<file path="src/logic/misc_regs_pkg.sv">
package misc_regs_pkg;

	// **************************************************
	// Bus and register widths
	// **************************************************
	localparam int ADDR_W       = 6;
	localparam int DATA_W       = 32;
	localparam int NUM_EXT_REGS = 8;
	localparam int TICK_CFG_W   = 16;

	// Slot index width follows the register count
	localparam int EXT_IDX_W = $clog2(NUM_EXT_REGS);

	// Byte distance between two neighbouring external registers
	localparam int EXT_REG_STRIDE = 4;

	// **************************************************
	// Address map, offsets inside the peripheral window
	// **************************************************
	localparam logic [ADDR_W-1:0] ADDR_EXT_BASE = 6'h00;
	localparam logic [ADDR_W-1:0] ADDR_TICK_CFG = 6'h20;

	// Bytes covered by the external register bank
	localparam logic [ADDR_W-1:0] EXT_SPAN = ADDR_W'(NUM_EXT_REGS * EXT_REG_STRIDE);

	// **************************************************
	// Reset values
	// **************************************************
	localparam logic [DATA_W-1:0]     EXT_REG_DEFAULT  = 32'h0000_0000;
	localparam logic [TICK_CFG_W-1:0] TICK_CFG_DEFAULT = 16'h00FF;

	// **************************************************
	// Shared types
	// **************************************************

	// One APB request as seen by the decoder
	typedef struct packed {
		logic              sel;
		logic              enable;
		logic              write;
		logic [ADDR_W-1:0] addr;
		logic [DATA_W-1:0] wdata;
	} apb_req_t;

	// Read source, the slot number travels next to it
	typedef enum logic [1:0] {
		SEL_EXT,
		SEL_TICK,
		SEL_NONE
	} reg_sel_e;

endpackage

</file>
<file path="src/logic/apb_misc_decoder.sv">
module apb_misc_decoder
	import misc_regs_pkg::*;
(
	input  logic                    rvx_port_02,
	input  logic                    rvx_port_08,
	input  apb_req_t                req,
	output logic [NUM_EXT_REGS-1:0] ext_wr_en,
	output logic                    tick_wr_en,
	output reg_sel_e                rd_sel,
	output logic [EXT_IDX_W-1:0]    rd_idx,
	output logic                    slverr
);

	logic              aligned;
	logic [ADDR_W-1:0] ext_off;
	logic              ext_hit;
	logic              tick_hit;
	logic              wr_strobe;

	// **************************************************
	// Address decode
	// **************************************************
	always_comb
	begin
		// Only word accesses are accepted
		aligned = (req.addr[1:0] == 2'b00);

		// Offset into the bank, wraps high for addresses below the base
		ext_off  = req.addr - ADDR_EXT_BASE;
		ext_hit  = aligned && (ext_off < EXT_SPAN);
		tick_hit = aligned && (req.addr == ADDR_TICK_CFG);

		rd_idx = ext_off[2 +: EXT_IDX_W];
	end

	// Access phase of a write
	assign wr_strobe = req.sel && req.enable && req.write;

	always_comb
	begin
		ext_wr_en  = '0;
		tick_wr_en = 1'b0;
		rd_sel     = SEL_NONE;
		slverr     = 1'b0;

		if (req.sel)
		begin
			if (ext_hit)
			begin
				rd_sel    = SEL_EXT;
				ext_wr_en = wr_strobe ? (NUM_EXT_REGS'(1) << rd_idx) : '0;
			end
			else if (tick_hit)
			begin
				rd_sel     = SEL_TICK;
				tick_wr_en = wr_strobe;
			end
			else
			begin
				// Hole in the map or misaligned address
				slverr = 1'b1;
			end
		end
	end

	// At most one register in the whole block is written per cycle
	a_single_write: assert property (
		@(posedge rvx_port_02) disable iff (!rvx_port_08)
		$onehot0(ext_wr_en) && !(tick_wr_en && (|ext_wr_en))
	) else $error("decoder raised more than one write strobe");

endmodule

</file>
<file path="src/logic/ext_reg_slot.sv">
module ext_reg_slot
	import misc_regs_pkg::*;
(
	input  logic              rvx_port_02,
	input  logic              rvx_port_08,
	input  logic              wr_en,
	input  logic [DATA_W-1:0] wdata,
	output logic [DATA_W-1:0] value
);

	// One software visible word, also exported on the flat bus
	always_ff @(posedge rvx_port_02 or negedge rvx_port_08)
	begin
		if (!rvx_port_08)
		begin
			value <= EXT_REG_DEFAULT;
		end
		else if (wr_en)
		begin
			value <= wdata;
		end
	end

endmodule

</file>
<file path="src/logic/misc_read_mux.sv">
module misc_read_mux
	import misc_regs_pkg::*;
(
	input  reg_sel_e              rd_sel,
	input  logic [EXT_IDX_W-1:0]  rd_idx,
	input  logic [DATA_W-1:0]     slot_values [NUM_EXT_REGS],
	input  logic [TICK_CFG_W-1:0] tick_cfg,
	output logic [DATA_W-1:0]     rdata
);

	// **************************************************
	// Read data select
	// **************************************************
	always_comb
	begin
		rdata = '0;

		case (rd_sel)
			SEL_EXT:
			begin
				rdata = slot_values[rd_idx];
			end
			SEL_TICK:
			begin
				// Upper half reads as zero
				rdata = DATA_W'(tick_cfg);
			end
			default:
			begin
				rdata = '0;
			end
		endcase
	end

	// The decoder must never point past the last slot
	always_comb
	begin
		if (rd_sel == SEL_EXT)
		begin
			a_idx_range: assert (int'(rd_idx) < NUM_EXT_REGS)
				else $error("read index %0d outside the slot bank", rd_idx);
		end
	end

endmodule

</file>
<file path="src/logic/gpio_tick_gen.sv">
module gpio_tick_gen
	import misc_regs_pkg::*;
(
	input  logic                  rvx_port_02,
	input  logic                  rvx_port_08,
	input  logic                  cfg_wr_en,
	input  logic [DATA_W-1:0]     wdata,
	output logic [TICK_CFG_W-1:0] tick_cfg,
	output logic                  gpio_tick
);

	logic [TICK_CFG_W-1:0] cnt;
	logic                  cnt_hit;

	// Configuration register, only the low half of the bus word is kept
	always_ff @(posedge rvx_port_02 or negedge rvx_port_08)
	begin
		if (!rvx_port_08)
		begin
			tick_cfg <= TICK_CFG_DEFAULT;
		end
		else if (cfg_wr_en)
		begin
			tick_cfg <= wdata[TICK_CFG_W-1:0];
		end
	end

	assign cnt_hit = (cnt == tick_cfg);

	// **************************************************
	// Period counter and tick pulse
	// **************************************************
	always_ff @(posedge rvx_port_02 or negedge rvx_port_08)
	begin
		if (!rvx_port_08)
		begin
			cnt       <= '0;
			gpio_tick <= 1'b0;
		end
		else if (cfg_wr_en)
		begin
			// New period starts from the write edge
			cnt       <= '0;
			gpio_tick <= 1'b0;
		end
		else if (cnt_hit)
		begin
			cnt       <= '0;
			gpio_tick <= 1'b1;
		end
		else
		begin
			cnt       <= cnt + 1'b1;
			gpio_tick <= 1'b0;
		end
	end

	// Back to back pulses are only legal with a zero period setting
	a_tick_width: assert property (
		@(posedge rvx_port_02) disable iff (!rvx_port_08)
		gpio_tick |=> (!gpio_tick || (tick_cfg == '0))
	) else $error("gpio_tick held high with tick_cfg %0d", tick_cfg);

endmodule

</file>
<file path="src/logic/misc_periph_top.sv">
module misc_periph_top
	import misc_regs_pkg::*;
(
	input  logic                           rvx_port_02,
	input  logic                           rvx_port_08,

	// APB slave
	input  logic                           psel,
	input  logic                           penable,
	input  logic                           pwrite,
	input  logic [ADDR_W-1:0]              paddr,
	input  logic [DATA_W-1:0]              pwdata,
	output logic [DATA_W-1:0]              prdata,
	output logic                           pready,
	output logic                           pslverr,

	// Register values for the surrounding logic
	output logic [DATA_W*NUM_EXT_REGS-1:0] ext_regs,
	output logic [TICK_CFG_W-1:0]          tick_cfg,
	output logic                           gpio_tick
);

	apb_req_t              req;
	logic [NUM_EXT_REGS-1:0] ext_wr_en;
	logic                  tick_wr_en;
	reg_sel_e              rd_sel;
	logic [EXT_IDX_W-1:0]  rd_idx;
	logic [DATA_W-1:0]     slot_values [NUM_EXT_REGS];

	// Gather the APB inputs into one request
	assign req.sel    = psel;
	assign req.enable = penable;
	assign req.write  = pwrite;
	assign req.addr   = paddr;
	assign req.wdata  = pwdata;

	// No wait states
	assign pready = 1'b1;

	// **************************************************
	// Decode
	// **************************************************
	apb_misc_decoder apb_misc_decoder_inst (
		.rvx_port_02 (rvx_port_02),
		.rvx_port_08 (rvx_port_08),
		.req         (req),
		.ext_wr_en   (ext_wr_en),
		.tick_wr_en  (tick_wr_en),
		.rd_sel      (rd_sel),
		.rd_idx      (rd_idx),
		.slverr      (pslverr)
	);

	// **************************************************
	// External register bank
	// **************************************************
	for (genvar i = 0; i < NUM_EXT_REGS; i++)
	begin : g_slot
		ext_reg_slot ext_reg_slot_inst (
			.rvx_port_02 (rvx_port_02),
			.rvx_port_08 (rvx_port_08),
			.wr_en       (ext_wr_en[i]),
			.wdata       (req.wdata),
			.value       (slot_values[i])
		);

		// Slot i sits in lane i of the flat bus
		assign ext_regs[DATA_W*i +: DATA_W] = slot_values[i];
	end

	// **************************************************
	// Read back and tick generator
	// **************************************************
	misc_read_mux misc_read_mux_inst (
		.rd_sel      (rd_sel),
		.rd_idx      (rd_idx),
		.slot_values (slot_values),
		.tick_cfg    (tick_cfg),
		.rdata       (prdata)
	);

	gpio_tick_gen gpio_tick_gen_inst (
		.rvx_port_02 (rvx_port_02),
		.rvx_port_08 (rvx_port_08),
		.cfg_wr_en   (tick_wr_en),
		.wdata       (req.wdata),
		.tick_cfg    (tick_cfg),
		.gpio_tick   (gpio_tick)
	);

endmodule

</file>
<file path="config.mk">
export PLATFORM = sky130hd
export DESIGN_NAME = misc_periph_top
export DESIGN_NICKNAME = d
export VERILOG_FILES = /design/src/logic/misc_regs_pkg.sv /design/src/logic/apb_misc_decoder.sv /design/src/logic/ext_reg_slot.sv /design/src/logic/misc_read_mux.sv /design/src/logic/gpio_tick_gen.sv /design/src/logic/misc_periph_top.sv
export SDC_FILE = /design/constraint.sdc
export NUM_CORES = 1
export LEC_CHECK = 0
export BUFFER_PORTS_ARGS = -buffer_cell sky130_fd_sc_hd__buf_2
export CAP_MARGIN = 20
export CORE_MARGIN = 10
export CORE_UTILIZATION = 30
export CTS_CLUSTER_DIAMETER = 80
export DETAILED_ROUTE_END_ITERATION = 8
export PLACE_DENSITY = 0.52
export SYNTH_ARGS = -nofsm -noshare
export SYNTH_HDL_FRONTEND = slang
export SYNTH_SLANG_ARGS = --single-unit
</file>
<file path="constraint.sdc">
create_clock -name rvx_port_02 -period 3.5 [get_ports rvx_port_02]
set_input_delay 0.7 -clock rvx_port_02 [delete_from_list [all_inputs] [get_ports rvx_port_02]]
set_output_delay 0.7 -clock rvx_port_02 [all_outputs]
set_load 0.05 [all_outputs]
</file>
==> summary.md, run 1 <==
| Metric | Value |
|---|---|
| Setup Viol. Count Final | `0` |
| GPL Wtd Cong | `~0.76` |
| Final min period | `between 3000 and 4000 ps` |
| Drt initial violations | `between 400 and 500` |
| Row cnt | `77` |
| Initial antenna violation count | `7` |
| Critical path launch point type | `input pin` |
| Largest net degree at the start of global routing | `84` |
| Yosys cell types | `~40` |
| CTS clk-pin slew, worst paths | `60 ps` |
| Pleak | `9.02 nW` |
| Clk buf depth | `3` |
| Layout cells sized above 1 | `0.625` |
| Endpoints failing hold | `0` |
| Hold crit path type | `input pin to async pin` |
| Detailed Routing Iterations Pass 1 | `4` |
| IO Port Bufs | `around 350` |
| Syn. warnings | `0` |
| Power per standard cell area | `about 490 nW/um2` |
| RSZ-0062 raised after global routing | `false` |
| Netlist Area Pre-Place | `13400 um2` |
| First-pass GRT wire length | `roughly 69000 um` |
| Drt drc | `0` |
| CTS tree | `done` |
| Worst VDD drop | `about 370 uV` |
| Hpwl dp | `32400 um` |
| Area grow syn2layout | `28.8%` |
| Asr flop ratio synth | `1.00` |
| Aggregate global routing overflow | `0` |
| Area of the die | `between 50000 and 60000 um2` |
| Via/cell ratio | `approximately 5` |
| Gr usage total | `0.171` |
| Die height | `231 um` |
| Fin nets | `roughly 1300` |
| Hold Buf Count CTS | `0` |
| Largest fanout on the critical path | `32` |
| CP endpoint kind | `primary output` |
| FF/Latch Area | `7240 um2` |
| Fmax | `roughly 320 MHz` |
| WL per Instance | `between 20 and 30 um` |
| Slew Viols, Final | `0` |
| Final WL | `46500 um` |
| Post-Synthesis Cells | `roughly 870` |
| H-tree depth | `2` |
| Syn_area_per_cell | `approximately 15 um2` |
| PnR Total Power | `0.00836 W` |
| Vias in the first global route | `approximately 10000` |
| Req. time, crit path | `2800 ps` |
| Crit Path Class | `input pin to primary output` |
| Relative slew slack | `0.529` |
| Die extent in x | `231 um` |
| I/O Pins | `350` |
| Post-synth EDFFs | `0` |
| WP data arrival | `2430 ps` |
| Clock Sink Count | `289` |
| Outcome | `completed` |
| Final period util | `0.894` |
| Final clock skew | `16.0 ps` |
| Final ANT Viol Nets | `0` |
| Post CTS Setup Buffer Count | `0` |
| Via count | `about 9200` |
| Max Cap Viol | `0` |
| Area of the multi-input gates | `5910 um2` |
| Fillers | `between 4000 and 5000` |
| Most common flop cell mapped by yosys | `dfrtp_1` |
| Inserted Clock Buffers | `36` |
| Initial core utilization | `0.303` |
| Post-CTS Resized | `0` |
| Core Area | `about 44000 um2` |
| Flops & latches, synth | `289` |
| CTS root buf | `clkbuf_16` |
| Post-Route Setup TNS | `0 ps` |
| Worst-margin pin slew | `roughly 710 ps` |
| Clk_lat worst skew | `between 500 and 600 ps` |
| Post-synthesis sequential area ratio | `0.541` |
| Syn Nets | `~910` |
layout by cell type (no fill, tap or decap), types with 5 or more instances in the layout:
| cell | instances |
|---|---|
| mux2_4 | 30 |
| clkbuf_16 | 37 |
| buf_4 | 36 |
| mux2i_1 | 32 |
| buf_12 | 8 |
| buf_2 | 344 |
| nor3_1 | 14 |
| mux2_2 | 232 |
| o21ai_1 | 10 |
| dfstp_2 | 8 |
| nor2_1 | 18 |
| xnor2_1 | 22 |
| mux4_2 | 64 |
| nand2_1 | 24 |
| o21ai_0 | 7 |
| dfrtp_1 | 281 |
| nand3_1 | 6 |
| xor2_1 | 5 |
| mux2_1 | 10 |
| clkbuf_1 | 14 |
| clkbuf_8 | 5 |
| nand4_1 | 9 |
per-stage QoR:
step                hold slack (ps)   util  cell area [um2]  instances  setup WS [ps]
floorplan                       404      -            13400        865            173
global placement                486  0.364            16100       1789            340
detailed placement              506  0.364            16100       1789            326
CTS                             159  0.390            17200       1855            328
global route                    187  0.391            17200       1856            209
finish                          157  0.391            17200       1858            371
synthesized netlist by cell type (10+ instances only):
master / n / area, um2
clkbuf_1: 15 / 56.3
mux2_1: 10 / 113
o21ai_0: 17 / 85.1
mux4_2: 64 / 1440
mux2i_1: 32 / 320
nor2_1: 21 / 78.8
nor3_1: 14 / 70.1
dfrtp_1: 281 / 7030
xnor2_1: 22 / 193
mux2_2: 232 / 2610
nand2_1: 25 / 93.8
mux2_4: 30 / 450
buf_2: 37 / 185
critical path, stage by stage:
cell and delay [ps]:
buf_4 520, buf_12 240, mux4_2 510, mux2i_1 150
nor2_1 50, buf_2 230
layout make-up:
cell class	instances	share of cell area
inverters	1	0.000218
repair buffers	389	0.126
well taps	592	0.0430
clock inverters	10	0.00697
diodes	3	0.000436
flip-flops and latches	289	0.420
clock buffers	56	0.0608
multi-input cells	518	0.343
logic make-up (layout without fill, tap and decap cells):
| kind of cell | after synthesis | in the layout | synth area share |
|---|---|---|---|
| XOR/XNOR | 27 | 27 | 0.0177 |
| AND/OR/NAND/NOR | 99 | 99 | 0.0399 |
| adder cells (fa/ha/maj) | 1 | 1 | 0.000935 |
| buffers and inverters | 58 | 456 | 0.0217 |
| AO/OA/AOI/OAI | 22 | 22 | 0.00926 |
| other | 1 | 4 | 0.000280 |
| flip-flops | 289 | 289 | 0.541 |
| multiplexers | 368 | 368 | 0.369 |
worst paths after layout:
kind,from,to,slack (ps),cells after the start
worst max-delay path,paddr[2],prdata[24],370,6
min in group rvx_port_02,pwdata[26],g_slot[2].ext_reg_slot_inst.value[26],480,2
max in group asynchronous,rvx_port_08,g_slot[7].ext_reg_slot_inst.value[12],2260,2
worst min-delay path,rvx_port_08,g_slot[0].ext_reg_slot_inst.value[7],160,1
worst min register to register,g_slot[2].ext_reg_slot_inst.value[18],g_slot[2].ext_reg_slot_inst.value[18],510,1
worst max register to register,gpio_tick_gen_inst.cnt[2],gpio_tick_gen_inst.cnt[15],1620,4
layer usage:
layer / global-route usage / wire, um / share of wire / vias to the layer above
li1: - / - / - / 3957
met4: 0.0469 / 941 / 0.020 / 8
met2: 0.280 / 22300 / 0.48 / 313
met3: 0.0536 / 3450 / 0.074 / 72
met1: 0.214 / 19700 / 0.42 / 4838
met5: 0 / 61 / 0.0013 / -
state kept, by name, summed over array words and instances, names as in the netlist:
| name | cells |
|---|---|
| gpio_tick_gen_inst.cnt | 16 |
| g_slot.ext_reg_slot_inst.value | 256 |
| gpio_tick_gen_inst.gpio_tick | 1 |
| gpio_tick_gen_inst.tick_cfg | 16 |
power by group:
part | switching, W | internal, W | total (W)
sequential | 0.000142 | 0.00348 | 0.00362
clock | 0.00147 | 0.00222 | 0.00370
combinational | 0.000707 | 0.000340 | 0.00105
total | 0.00232 | 0.00604 | 0.00836
Note: power is estimated with default switching activity, not from simulation.
==> run 2, diff against run 1 <==
ABC_AREA = 1   (was default)
SKIP_LAST_GASP = 1   (was default)
==> run 2 against run 1 <==
Compared with the run above: critical path depth grew 1; critical path type unchanged; clock power grew 11%; critical endpoint is now prdata[31]; sequential power is essentially flat.
==> summary.md, run 2 <==
| Metric | Value |
|---|---|
| Most frequent cells in the layout | `nand2_1 (480), buf_2 (346), dfrtp_1 (281)` |
| Max FFs per register | `around 260` |
| Area grow syn2layout | `26.8%` |
| Area of the multi-input gates | `about 5500 um2` |
| Fmax | `309 MHz` |
| Final period util | `0.925` |
| Crit Path Class | `input pin to primary output` |
| Initial core utilization | `0.303` |
| Largest fanout on the critical path | `62` |
| Max Cap Viol | `0` |
| Cell with the most instances after synthesis | `nand2_1` |
| Final ANT Viol Nets | `0` |
| Clk_lat worst skew | `~550 ps` |
| H-tree depth | `2` |
| Critical path launch point type | `input pin` |
| Via/cell ratio | `4.92` |
| Die height | `~230 um` |
| Layout cells sized above 1 | `0.261` |
| Syn. warnings | `0` |
| Dominant cell type by area after synthesis | `dfrtp_1` |
| Via count | `roughly 13000` |
| WL per Instance | `roughly 22 um` |
| Slew Viols, Final | `0` |
| CTS tree | `done` |
| Routed wl met3 | `between 4000 and 5000 um` |
| Fin nets | `between 2000 and 2500` |
| FF-to-FF path depth | `9` |
| Final WL | `approximately 58000 um` |
| Flops & latches, synth | `slightly below 300` |
| Asr flop ratio synth | `1.00` |
| Top Registers | `g_slot.ext_reg_slot_inst.value x256, gpio_tick_gen_inst.cnt x16, gpio_tick_gen_inst.tick_cfg x16` |
| Post-DP Area | `approximately 16000 um2` |
| Final min period | `3240 ps` |
| First-pass GRT wire length | `roughly 86000 um` |
| Post-synth EDFFs | `0` |
| Aggregate global routing overflow | `0` |
| Top cells by area, synth | `dfrtp_1 (51%), nand2_1 (13%), o21ai_0 (6.5%)` |
| NetSw | `0.00269 W` |
| Post CTS Setup Buffer Count | `0` |
| Hold Buf Count CTS | `0` |
| Area of the die | `54800 um2` |
| Reg2Reg Setup Slack | `roughly 1500 ps` |
| Detailed Routing Iterations Pass 1 | `6` |
| Core Area | `45400 um2` |
| CTS clk-pin slew, worst paths | `50 ps` |
| Row cnt | `78` |
| Worst-margin pin slew | `798 ps` |
| Relative slew slack | `0.468` |
| Power share of the clock group | `0.454` |
| Post-Synthesis Cells | `roughly 1700` |
| Netlist Area Pre-Place | `13800 um2` |
| Post-Route Setup TNS | `0 ps` |
| Highest Signal Layer | `met5` |
| Post-CTS Resized | `0` |
| Hold crit path type | `input pin to async pin` |
| Leading cell type in the layout, fill and taps excluded | `nand2_1` |
| Antenna diodes | `0` |
| Syn_area_per_cell | `between 8 and 9 um2` |
| FF/Latch Area | `roughly 7200 um2` |
| Req. time, crit path | `2800 ps` |
| Most common flop cell mapped by yosys | `dfrtp_1` |
| Switching fraction of total power | `0.297` |
| Fin area | `approximately 17000 um2` |
| Syn Nets | `~1700` |
| Reg2reg end | `gpio_tick_gen_inst.cnt[11]` |
| WP data arrival | `~2500 ps` |
| Inserted Clock Buffers | `36` |
| Die extent in x | `between 200 and 250 um` |
| Clk buf depth | `3` |
| M1 wire length | `roughly 25000 um` |
| Clock Sink Count | `around 290` |
| Outcome | `completed` |
| CTS root buf | `clkbuf_16` |
| Gr usage total | `0.209` |
| Critical R2R Launch | `gpio_tick_gen_inst.tick_cfg[0]` |
| Sequential share of power | `0.403` |
| GPL Wtd Cong | `between 0.9 and 1` |
| Comb power frac | `0.143` |
| Cell-internal power | `roughly 0.0064 W` |
| CP endpoint kind | `primary output` |
| Initial antenna violation count | `1` |
| Worst VDD drop | `around 430 uV` |
| Post-synthesis sequential area ratio | `0.526` |
| Post-synth top cells | `nand2_1 (480), dfrtp_1 (281), o21ai_0 (179)` |
| Setup Viol. Count Final | `0` |
| Yosys cell types | `41` |
| IO Port Bufs | `between 300 and 400` |
| Largest net degree at the start of global routing | `80` |
| Drt initial violations | `roughly 1400` |
| Power per standard cell area | `519 nW/um2` |
| I/O Pins | `between 300 and 400` |
| Drt drc | `0` |
| WL met2 | `26900 um` |
| Hpwl dp | `approximately 42000 um` |
| Vias in the first global route | `~13000` |
| Final clock skew | `~26 ps` |
| Fillers | `about 4700` |
| Pleak | `between 9 and 10 nW` |
| Post-synth top area share | `0.511` |
| Endpoints failing hold | `0` |
| Most flops, register | `g_slot.ext_reg_slot_inst.value` |
| RSZ-0062 raised after global routing | `false` |
run 2: cell types whose count changed after synthesis, moves of 18 or more:
cell	delta
mux2i_1	-25
mux2_4	-30
nand2_1	+455
o21ai_0	+162
inv_1	+145
o21ai_2	+32
nor2_1	+143
xnor2_1	-21
nand3_1	+27
o21ai_1	+125
mux2_2	-232
or2_2	+18
mux4_2	-64
run 2: power groups by stage:
stage                     registers, W  logic, W  clock network [W]
after CTS                      0.00365   0.00130            0.00422
after global routing           0.00367   0.00141            0.00435
after detailed placement       0.00371   0.00130                  0
after floorplan                0.00399  0.000521                  0
after global placement         0.00370   0.00129                  0
final                          0.00365   0.00129            0.00411
run 2: area by class of cell:
type                       count  area share
multi-input combinational   1163       0.314
clock inverter                19      0.0153
inverter                     155      0.0337
tap                          600      0.0430
timing repair buffer         380       0.119
clock buffer                  46      0.0597
sequential                   289       0.415
run 2: per-stage QoR:
stage               hold slack, ps  utilization  power, W  instances  worst slack (ps)
finish                         154        0.384   0.00905       2652               261
global route                   171        0.384   0.00942       2652               181
CTS                            148        0.384   0.00916       2652               311
detailed placement             496        0.356   0.00500       2587               317
global placement               490        0.356   0.00499       2587               311
floorplan                      404            -   0.00451       1697               296
run 2: worst max path at each step:
stage | endpoint | cells after the start | start
after detailed placement | prdata[31] | 7 | paddr[2]
final | prdata[31] | 7 | paddr[2]
after floorplan | prdata[17] | 6 | paddr[2]
after CTS | prdata[31] | 7 | paddr[2]
after global routing | prdata[2] | 9 | paddr[2]
after global placement | prdata[31] | 7 | paddr[2]
run 2: worst max-delay path, stage by stage:
cell and delay [ps]:
buf_4 350, buf_12 360, nor2_1 80, o21ai_0 230, o211ai_1 150, o21ai_1 270, buf_2 330
run 2: cell families (layout without fill, tap and decap cells):
group / count (synthesis) / count (layout) / share of synthesized area
AND/OR/NAND/NOR: 766 / 766 / 0.235
AO/OA/AOI/OAI: 378 / 378 / 0.150
flip-flops: 289 / 289 / 0.526
buffers and inverters: 245 / 600 / 0.0761
XOR/XNOR: 10 / 10 / 0.00636
multiplexers: 7 / 7 / 0.00509
adder cells (fa/ha/maj): 1 / 1 / 0.000909
other: 1 / 1 / 0.000272
run 2: layer usage:
metal  track usage  vias up
li1              -     6119
met1         0.280     6229
met2         0.326      599
met3        0.0390      108
met4        0.0847        2
met5             0        -
